[src/verilog/rv_decode_macros.svh]
`ifndef RV_DECODE_MACROS_SVH
`define RV_DECODE_MACROS_SVH

//////////////////////////////////////////////////////////////////////
// Widths
//////////////////////////////////////////////////////////////////////
`define RV_XLEN         32
`define RV_OPC_W        5       // Major opcode, bits 6..2
`define RV_ALU_OP_W     5
`define RV_OPA_W        2
`define RV_OPB_W        3
`define RV_SIZE_W       3       // Same coding as load/store funct3

//////////////////////////////////////////////////////////////////////
// Major opcodes, quadrant bits stripped
//////////////////////////////////////////////////////////////////////
`define RV_OPC_LOAD     5'b00000
`define RV_OPC_FENCE    5'b00011
`define RV_OPC_OP_IMM   5'b00100
`define RV_OPC_AUIPC    5'b00101
`define RV_OPC_STORE    5'b01000
`define RV_OPC_OP       5'b01100
`define RV_OPC_LUI      5'b01101
`define RV_OPC_BRANCH   5'b11000
`define RV_OPC_JALR     5'b11001
`define RV_OPC_JAL      5'b11011

// ALU operation codes
`define RV_ALU_ADD      5'b00000
`define RV_ALU_SLL      5'b00001
`define RV_ALU_SLTS     5'b00010
`define RV_ALU_SLTU     5'b00011
`define RV_ALU_XOR      5'b00100
`define RV_ALU_SRL      5'b00101
`define RV_ALU_OR       5'b00110
`define RV_ALU_AND      5'b00111
`define RV_ALU_SUB      5'b01000
`define RV_ALU_SRA      5'b01101
`define RV_ALU_EQ       5'b11000
`define RV_ALU_NE       5'b11001
`define RV_ALU_LTS      5'b11100
`define RV_ALU_GES      5'b11101
`define RV_ALU_LTU      5'b11110
`define RV_ALU_GEU      5'b11111

// Operand selects
`define RV_OPA_RS1      2'd0
`define RV_OPA_PC       2'd1
`define RV_OPA_ZERO     2'd2

`define RV_OPB_RS2      3'd0
`define RV_OPB_IMM_I    3'd1
`define RV_OPB_IMM_U    3'd2
`define RV_OPB_IMM_S    3'd3
`define RV_OPB_FOUR     3'd4

`define RV_F7_BASE      7'b0000000
`define RV_F7_ALT       7'b0100000  // SUB, SRA, SRAI

`endif

[src/verilog/rv_decode_pkg.sv]
`include "rv_decode_macros.svh"

package rv_decode_pkg;

   //////////////////////////////////////////////////////////////////////
   // Raw instruction, R-type field layout
   //////////////////////////////////////////////////////////////////////
   typedef struct packed {
      logic [6:0]             funct7;
      logic [4:0]             rs2;
      logic [4:0]             rs1;
      logic [2:0]             funct3;
      logic [4:0]             rd;
      logic [`RV_OPC_W-1:0]   opcode;
      logic [1:0]             quadrant;   // 2'b11 for 32-bit encodings
   } instr_t;

   // Execute decoder result
   typedef struct packed {
      logic [`RV_OPA_W-1:0]     op_a_sel;
      logic [`RV_OPB_W-1:0]     op_b_sel;
      logic [`RV_ALU_OP_W-1:0]  alu_op;
      logic                     ex_illegal;
   } ex_ctrl_t;

   // Memory and flow decoder result
   typedef struct packed {
      logic                   mem_req;
      logic                   mem_we;
      logic [`RV_SIZE_W-1:0]  mem_size;
      logic                   gpr_we;
      logic                   wb_src_sel;   // 1 selects load data
      logic                   branch;
      logic                   jal;
      logic                   jalr;
      logic                   flow_illegal;
   } mem_ctrl_t;

   // Merged word seen by the pipeline
   typedef struct packed {
      logic [`RV_OPA_W-1:0]     op_a_sel;
      logic [`RV_OPB_W-1:0]     op_b_sel;
      logic [`RV_ALU_OP_W-1:0]  alu_op;
      logic                     mem_req;
      logic                     mem_we;
      logic [`RV_SIZE_W-1:0]    mem_size;
      logic                     gpr_we;
      logic                     wb_src_sel;
      logic                     branch;
      logic                     jal;
      logic                     jalr;
      logic                     illegal_instr;
   } dec_ctrl_t;

endpackage

[src/verilog/rv_alu_decode.sv]
`timescale 1ns/100ps

`include "rv_decode_macros.svh"

module rv_alu_decode
   import rv_decode_pkg::*;
(
   input  instr_t    instr_i,
   output ex_ctrl_t  ex_ctrl_o
);

   logic f7_base;
   logic f7_alt;

   assign f7_base = (instr_i.funct7 == `RV_F7_BASE);
   assign f7_alt  = (instr_i.funct7 == `RV_F7_ALT);

   // funct3 to ALU code when funct7 is zero
   function automatic logic [`RV_ALU_OP_W-1:0] base_op(input logic [2:0] funct3);
      logic [`RV_ALU_OP_W-1:0] op;
      case (funct3)
         3'b000:  op = `RV_ALU_ADD;
         3'b001:  op = `RV_ALU_SLL;
         3'b010:  op = `RV_ALU_SLTS;
         3'b011:  op = `RV_ALU_SLTU;
         3'b100:  op = `RV_ALU_XOR;
         3'b101:  op = `RV_ALU_SRL;
         3'b110:  op = `RV_ALU_OR;
         default: op = `RV_ALU_AND;
      endcase
      return op;
   endfunction

   //////////////////////////////////////////////////////////////////////
   // Opcode decode
   //////////////////////////////////////////////////////////////////////
   always_comb begin
      ex_ctrl_o = '0;
      case (instr_i.opcode)
         `RV_OPC_OP: begin
            ex_ctrl_o.op_a_sel = `RV_OPA_RS1;
            ex_ctrl_o.op_b_sel = `RV_OPB_RS2;
            if (f7_base) begin
               ex_ctrl_o.alu_op = base_op(instr_i.funct3);
            end else if (f7_alt && instr_i.funct3 == 3'b000) begin
               ex_ctrl_o.alu_op = `RV_ALU_SUB;
            end else if (f7_alt && instr_i.funct3 == 3'b101) begin
               ex_ctrl_o.alu_op = `RV_ALU_SRA;
            end else begin
               ex_ctrl_o.ex_illegal = 1'b1;
            end
         end
         `RV_OPC_OP_IMM: begin
            ex_ctrl_o.op_a_sel = `RV_OPA_RS1;
            ex_ctrl_o.op_b_sel = `RV_OPB_IMM_I;
            ex_ctrl_o.alu_op   = base_op(instr_i.funct3);
            // Only the shifts carry funct7 in the immediate
            if (instr_i.funct3 == 3'b001 && !f7_base) begin
               ex_ctrl_o.ex_illegal = 1'b1;
            end else if (instr_i.funct3 == 3'b101) begin
               if (f7_alt) begin
                  ex_ctrl_o.alu_op = `RV_ALU_SRA;            // SRAI
               end else if (!f7_base) begin
                  ex_ctrl_o.ex_illegal = 1'b1;
               end
            end
         end
         `RV_OPC_LUI: begin
            ex_ctrl_o.op_a_sel = `RV_OPA_ZERO;              // 0 + imm
            ex_ctrl_o.op_b_sel = `RV_OPB_IMM_U;
         end
         `RV_OPC_AUIPC: begin
            ex_ctrl_o.op_a_sel = `RV_OPA_PC;
            ex_ctrl_o.op_b_sel = `RV_OPB_IMM_U;
         end
         `RV_OPC_LOAD: begin
            ex_ctrl_o.op_a_sel = `RV_OPA_RS1;               // Address = rs1 + imm
            ex_ctrl_o.op_b_sel = `RV_OPB_IMM_I;
         end
         `RV_OPC_STORE: begin
            ex_ctrl_o.op_a_sel = `RV_OPA_RS1;
            ex_ctrl_o.op_b_sel = `RV_OPB_IMM_S;
         end
         `RV_OPC_JAL, `RV_OPC_JALR: begin
            // Link value pc + 4, target built outside the ALU
            ex_ctrl_o.op_a_sel = `RV_OPA_PC;
            ex_ctrl_o.op_b_sel = `RV_OPB_FOUR;
         end
         `RV_OPC_BRANCH: begin
            ex_ctrl_o.op_a_sel = `RV_OPA_RS1;
            ex_ctrl_o.op_b_sel = `RV_OPB_RS2;
            case (instr_i.funct3)
               3'b000:  ex_ctrl_o.alu_op = `RV_ALU_EQ;
               3'b001:  ex_ctrl_o.alu_op = `RV_ALU_NE;
               3'b100:  ex_ctrl_o.alu_op = `RV_ALU_LTS;
               3'b101:  ex_ctrl_o.alu_op = `RV_ALU_GES;
               3'b110:  ex_ctrl_o.alu_op = `RV_ALU_LTU;
               3'b111:  ex_ctrl_o.alu_op = `RV_ALU_GEU;
               default: ex_ctrl_o.ex_illegal = 1'b1;   // 010, 011
            endcase
         end
         default: begin
            // FENCE and unknown opcodes, legality judged elsewhere
            ex_ctrl_o = '0;
         end
      endcase
   end

endmodule

[src/verilog/rv_ctrl_merge.sv]
`timescale 1ns/100ps

module rv_ctrl_merge
   import rv_decode_pkg::*;
(
   input  logic       clk_i,
   input  logic       rst_n_i,
   input  ex_ctrl_t   ex_ctrl_i,
   input  mem_ctrl_t  mem_ctrl_i,
   input  logic       in_valid_i,
   output logic       in_ready_o,
   output dec_ctrl_t  ctrl_o,
   output logic       out_valid_o,
   input  logic       out_ready_i
);

   logic       illegal;
   dec_ctrl_t  ctrl_d;
   dec_ctrl_t  ctrl_q;
   logic       valid_q;

   //////////////////////////////////////////////////////////////////////
   // Merge and illegal rule
   //////////////////////////////////////////////////////////////////////
   assign illegal = ex_ctrl_i.ex_illegal | mem_ctrl_i.flow_illegal;

   always_comb begin
      ctrl_d = '0;
      if (illegal) begin
         ctrl_d.illegal_instr = 1'b1;        // No side effects at all
      end else begin
         ctrl_d.op_a_sel   = ex_ctrl_i.op_a_sel;
         ctrl_d.op_b_sel   = ex_ctrl_i.op_b_sel;
         ctrl_d.alu_op     = ex_ctrl_i.alu_op;
         ctrl_d.mem_req    = mem_ctrl_i.mem_req;
         ctrl_d.mem_we     = mem_ctrl_i.mem_we;
         ctrl_d.mem_size   = mem_ctrl_i.mem_size;
         ctrl_d.gpr_we     = mem_ctrl_i.gpr_we;
         ctrl_d.wb_src_sel = mem_ctrl_i.wb_src_sel;
         ctrl_d.branch     = mem_ctrl_i.branch;
         ctrl_d.jal        = mem_ctrl_i.jal;
         ctrl_d.jalr       = mem_ctrl_i.jalr;
      end
   end

   // Output stage, accepts when empty or being drained
   assign in_ready_o = ~valid_q | out_ready_i;

   always_ff @(posedge clk_i) begin
      if (!rst_n_i) begin
         valid_q <= 1'b0;
      end else if (in_ready_o) begin
         valid_q <= in_valid_i;
      end
   end

   always_ff @(posedge clk_i) begin
      if (in_valid_i && in_ready_o) begin
         ctrl_q <= ctrl_d;
      end
   end

   assign ctrl_o      = ctrl_q;
   assign out_valid_o = valid_q;

endmodule

[src/verilog/rv_decode_top.sv]
`timescale 1ns/100ps

module rv_decode_top
   import rv_decode_pkg::*;
(
   input  logic       clk_i,
   input  logic       rst_n_i,
   input  instr_t     instr_i,
   input  logic       in_valid_i,
   output logic       in_ready_o,
   output dec_ctrl_t  ctrl_o,
   output logic       out_valid_o,
   input  logic       out_ready_i
);

   ex_ctrl_t   ex_ctrl;
   mem_ctrl_t  mem_ctrl;

   // Both decoders see the same word in parallel
   rv_alu_decode u_alu_decode (
      .instr_i     (instr_i),
      .ex_ctrl_o   (ex_ctrl)
   );

   rv_mem_flow_decode u_mem_flow_decode (
      .instr_i     (instr_i),
      .mem_ctrl_o  (mem_ctrl)
   );

   rv_ctrl_merge u_ctrl_merge (
      .clk_i       (clk_i),
      .rst_n_i     (rst_n_i),
      .ex_ctrl_i   (ex_ctrl),
      .mem_ctrl_i  (mem_ctrl),
      .in_valid_i  (in_valid_i),
      .in_ready_o  (in_ready_o),
      .ctrl_o      (ctrl_o),
      .out_valid_o (out_valid_o),
      .out_ready_i (out_ready_i)
   );

endmodule

[src/verilog/rv_mem_flow_decode.sv]
`timescale 1ns/100ps

`include "rv_decode_macros.svh"

module rv_mem_flow_decode
   import rv_decode_pkg::*;
(
   input  instr_t     instr_i,
   output mem_ctrl_t  mem_ctrl_o
);

   logic load_size_ok;
   logic store_size_ok;

   // LB LH LW LBU LHU
   assign load_size_ok = (instr_i.funct3 == 3'b000) || (instr_i.funct3 == 3'b001) ||
                         (instr_i.funct3 == 3'b010) || (instr_i.funct3 == 3'b100) ||
                         (instr_i.funct3 == 3'b101);

   // SB SH SW
   assign store_size_ok = (instr_i.funct3 == 3'b000) || (instr_i.funct3 == 3'b001) ||
                          (instr_i.funct3 == 3'b010);

   //////////////////////////////////////////////////////////////////////
   // Memory, write-back and flow controls
   //////////////////////////////////////////////////////////////////////
   always_comb begin
      mem_ctrl_o = '0;
      if (instr_i.quadrant != 2'b11) begin
         mem_ctrl_o.flow_illegal = 1'b1;        // Compressed space not supported
      end else begin
         case (instr_i.opcode)
            `RV_OPC_LOAD: begin
               if (load_size_ok) begin
                  mem_ctrl_o.mem_req    = 1'b1;
                  mem_ctrl_o.mem_size   = instr_i.funct3;
                  mem_ctrl_o.gpr_we     = 1'b1;
                  mem_ctrl_o.wb_src_sel = 1'b1;   // Write back load data
               end else begin
                  mem_ctrl_o.flow_illegal = 1'b1;
               end
            end
            `RV_OPC_STORE: begin
               if (store_size_ok) begin
                  mem_ctrl_o.mem_req  = 1'b1;
                  mem_ctrl_o.mem_we   = 1'b1;
                  mem_ctrl_o.mem_size = instr_i.funct3;
               end else begin
                  mem_ctrl_o.flow_illegal = 1'b1;
               end
            end
            `RV_OPC_OP, `RV_OPC_OP_IMM, `RV_OPC_LUI, `RV_OPC_AUIPC: begin
               mem_ctrl_o.gpr_we = 1'b1;
            end
            `RV_OPC_JAL: begin
               mem_ctrl_o.gpr_we = 1'b1;
               mem_ctrl_o.jal    = 1'b1;
            end
            `RV_OPC_JALR: begin
               if (instr_i.funct3 == 3'b000) begin
                  mem_ctrl_o.gpr_we = 1'b1;
                  mem_ctrl_o.jalr   = 1'b1;
               end else begin
                  mem_ctrl_o.flow_illegal = 1'b1;
               end
            end
            `RV_OPC_BRANCH: begin
               mem_ctrl_o.branch = 1'b1;        // Compare code from ALU side
            end
            `RV_OPC_FENCE: begin
               // Legal no-op
               mem_ctrl_o = '0;
            end
            default: begin
               mem_ctrl_o.flow_illegal = 1'b1;  // SYSTEM and unknown
            end
         endcase
      end
   end

endmodule
[config.mk]
export PLATFORM = sky130hd
export DESIGN_NAME = rv_decode_top
export DESIGN_NICKNAME = d
export VERILOG_FILES = /design/src/verilog/rv_decode_pkg.sv /design/src/verilog/rv_alu_decode.sv /design/src/verilog/rv_ctrl_merge.sv /design/src/verilog/rv_decode_top.sv /design/src/verilog/rv_mem_flow_decode.sv
export VERILOG_INCLUDE_DIRS = /design/src /design/src/verilog
export SDC_FILE = /design/constraint.sdc
export NUM_CORES = 1
export LEC_CHECK = 0
export BUFFER_PORTS_ARGS = -buffer_cell sky130_fd_sc_hd__buf_2
export CAP_MARGIN = 5
export CORE_MARGIN = 2
export CORE_UTILIZATION = 40
export CTS_BUF_LIST = sky130_fd_sc_hd__clkbuf_8
export DETAILED_ROUTE_END_ITERATION = 6
export GPL_ROUTABILITY_DRIVEN = 0
export GPL_TIMING_DRIVEN = 0
export PLACE_DENSITY_LB_ADDON = 0.25
export SLEW_MARGIN = 5
export SYNTH_ARGS = -nofsm -noshare
export SYNTH_HDL_FRONTEND = slang
export SYNTH_SLANG_ARGS = --single-unit
[constraint.sdc]
create_clock -name clk_i -period 1.84 [get_ports clk_i]
set_clock_uncertainty 0.2 [all_clocks]
set_input_delay 0.092 -clock clk_i [delete_from_list [all_inputs] [get_ports clk_i]]
set_output_delay 0.092 -clock clk_i [all_outputs]
set_load 0.005 [all_outputs]
==> impl_results.md <==
- Status: complete, but fails checks
- Failing checks: negative setup slack
- Overall power: ~0.0011 W
- Drt initial violations: 32
- Critical Path AT: 1.70 ns
- Clk pwr share: between 20 and 30%
- Synth Instances: 125
- Root Buffer: clkbuf_8
- Initial antenna violation count: 0
- Library cells used by synthesis: between 40 and 50
- Worst skew pair latency: between 0.2 and 0.3 ns
- Crit-path max FO: 8
- Sequential cell area: 650.6 um2
- Layout area overhead: 31.48%
- Placed standard-cell area: about 1600 um2
- Crit path time final: approximately 1.9 ns
- Final hold vios: 0
- YS warnings: 0
- Hold crit path type: in -> reg
- Worst slack, placed: -0.3462 ns
- IO Count: 59
- Power Density: around 610 nW/um2
- Largest net degree at the start of global routing: 22
- Vias per cell: approximately 5.3
- Vias post-DR: between 1,000 and 1,500
- Filler Cell Count: 303
- First-pass GRT wire length: slightly above 5000 um
- Gr usage total: between 10% and 20%
- FMAX: between 0.5 and 0.6 GHz
- Combinational share of power: 18.9%
- Asr flop ratio synth: 0%
- Post-synthesis instance area: around 1400 um2
- Worst setup path startpoint: instr_i[26]
- CTS Buf Count: 3
- Area of the multi-input gates: around 660 um2
- Residual DRC: 0
- Hold Startpoint: instr_i[2]
- Seq/Total Area, Yosys: slightly below 50%
- Final setup violation count: 1
- IO Port Bufs: 39
- Initial Util: between 40% and 50%
- Row cnt: 21
- Leak: around 0.65 nW
- Layout cell share with drive strength beyond 1: 44.19%
- Placed Cells: between 200 and 250
- Worst EP required: between 1.5 and 2 ns
- Final Cycle Share: 102.1%
- H-Tree Level Count: 1
- Pre-antenna DRT Iters: 4
- Sequential share of power: a little over half
- Die Wd: around 62 um
- Peak supply drop: ~250 uV
- TritonCTS clock tree: yes
- Clk sink count: 22
- WL/cell: 13.57 um
- Syn_area_per_cell: 10.81 um2
- Post-DP HPWL: 2075 um
- Top_reg_cell synth: edfxtp_1
- Final Non-Filler Cells: roughly 220
- ANT nets after route: 0
- Routed wire length: 2959 um
- Crit. End Element: flop
- Critical path class: in -> reg
- Core footprint: 3284 um2
- Critical Path Start Type: input port
- Clk buf depth: 2
- Die Span Y: 62.12 um
- Post-synth EDFFs: 21
- Worst setup margin: -0.03822 ns
- Vias in the first global route: 1,206
- R2r startpoint: u_ctrl_merge.out_valid_o
- Commonest non-fill, non-tap cell in the layout: buf_2
- Worst slew pin tran: 0.9059 ns
- Mapped Nets: 161
- Sw Share: 25.41%
- Finished Cell Area: about 1800 um2
- Final setup TNS: -0.03822 ns
- Max_cap viols: 0
- Die area: between 3000 and 4000 um2
- Net Sw Power: ~0.00028 W
- Flops & latches, synth: 22
- Grt total ovfl: 0
- RSZ-0062 raised after global routing: yes
- Max-slew violation count: 0
- Most frequent cells in the layout: 39 x buf_2, 21 x edfxtp_1, 15 x nand2_1
- Ant. Diodes: 0
- Max-slew headroom: 39.61%
- Final nets: roughly 210
- Internal power: 0.0008089 W
- Worst-path clk slew: 0.07 ns
==> sequential cells by signal, indices dropped and copies added (netlist names) <==
| signal | count |
|---|---|
| u_ctrl_merge.ctrl_o | 21 |
| u_ctrl_merge.out_valid_o | 1 |
==> area by class of cell <==
| cell class | count | share of cell area [%] |
|---|---|---|
| sequential | 22 | 36.62 |
| multi-input combinational | 88 | 37.39 |
| inverter | 5 | 1.056 |
| buffer | 10 | 5.493 |
| timing repair buffer | 43 | 13.66 |
| clock buffer | 3 | 2.324 |
| clock inverter | 1 | 0.2113 |
| tap | 46 | 3.239 |
==> stage by stage <==
step | util, % | hold WS [ns]
3_5_place_dp | 49.10 | 0.1517
4_1_cts | 52.46 | 0.02011
5_1_grt | 54.10 | 0.02647
6_report | 54.10 | 0.01866
3_3_place_gp | 49.10 | 0.1441
2_1_floorplan | - | 0.03084
==> synth_stat cells, types with 2 or more instances <==
cell,n,area (um2)
nor3_1,2,10.01
buf_6,2,22.52
o21ai_0,8,40.04
clkbuf_8,4,55.05
nand2b_1,2,12.51
nand4_1,2,12.51
o2111ai_1,2,17.52
clkbuf_1,3,11.26
nor2_1,15,56.30
nand2_1,15,56.30
nor4_1,3,18.77
edfxtp_1,21,630.6
a2111oi_2,3,45.04
a21oi_1,6,30.03
inv_1,5,18.77
nand3_1,2,10.01
==> path summary, 6_finish.rpt <==
path / end / slack, ns / cells after the start
setup / recovery: u_ctrl_merge.ctrl_o[0] / -0.04 / 7
hold / removal: u_ctrl_merge.ctrl_o[19] / 0.02 / 2
setup reg to reg: u_ctrl_merge.ctrl_o[7] / 0.13 / 2
hold reg to reg: u_ctrl_merge.out_valid_o / 0.90 / 3
==> power by group through the flow <==
stage | clock network [W] | logic [W] | registers, W
floorplan | 0 | 0.000108 | 0.000595
detailed placement | 0 | 0.000182 | 0.000590
global route | 0.000321 | 0.000224 | 0.000582
global placement | 0 | 0.000179 | 0.000589
finish | 0.000301 | 0.000205 | 0.000578
CTS | 0.000305 | 0.000195 | 0.000579
==> per-layer routing <==
metal	track usage [%]	wire [um]	vias to the layer above
met4	9.722	86	0
met5	0	0	-
met1	17.89	1170	548
met3	1.812	172	7
met2	30.30	1529	46
li1	-	-	565
==> worst max-delay path, stage by stage <==
cell     delay (ns)
buf_6          0.09
or4_4          0.54
or3_4          0.40
nand3_4        0.12
nand3_4        0.12
buf_6          0.18
a21o_1         0.15
==> kinds of logic (layout without fill, tap and decap cells) <==
kind of cell | after synthesis | count (layout) | synth area share (%)
simple gates | 57 | 57 | 25.74
compound gates | 30 | 30 | 16.95
flops | 22 | 22 | 48.15
xor+xnor | 1 | 1 | 0.6483
buf+inv | 15 | 62 | 8.518
==> repair_timing <==
item | in CTS | in global routing
pin swaps | 2 | 4
resized for setup | 4 | 12
endpoints found under the setup margin | 2 | 16
setup buffers | 1 | 0
hold buffers | 3 | 0
endpoints found under the hold margin | 3 | 0
Note: power is estimated with default switching activity, not from simulation.
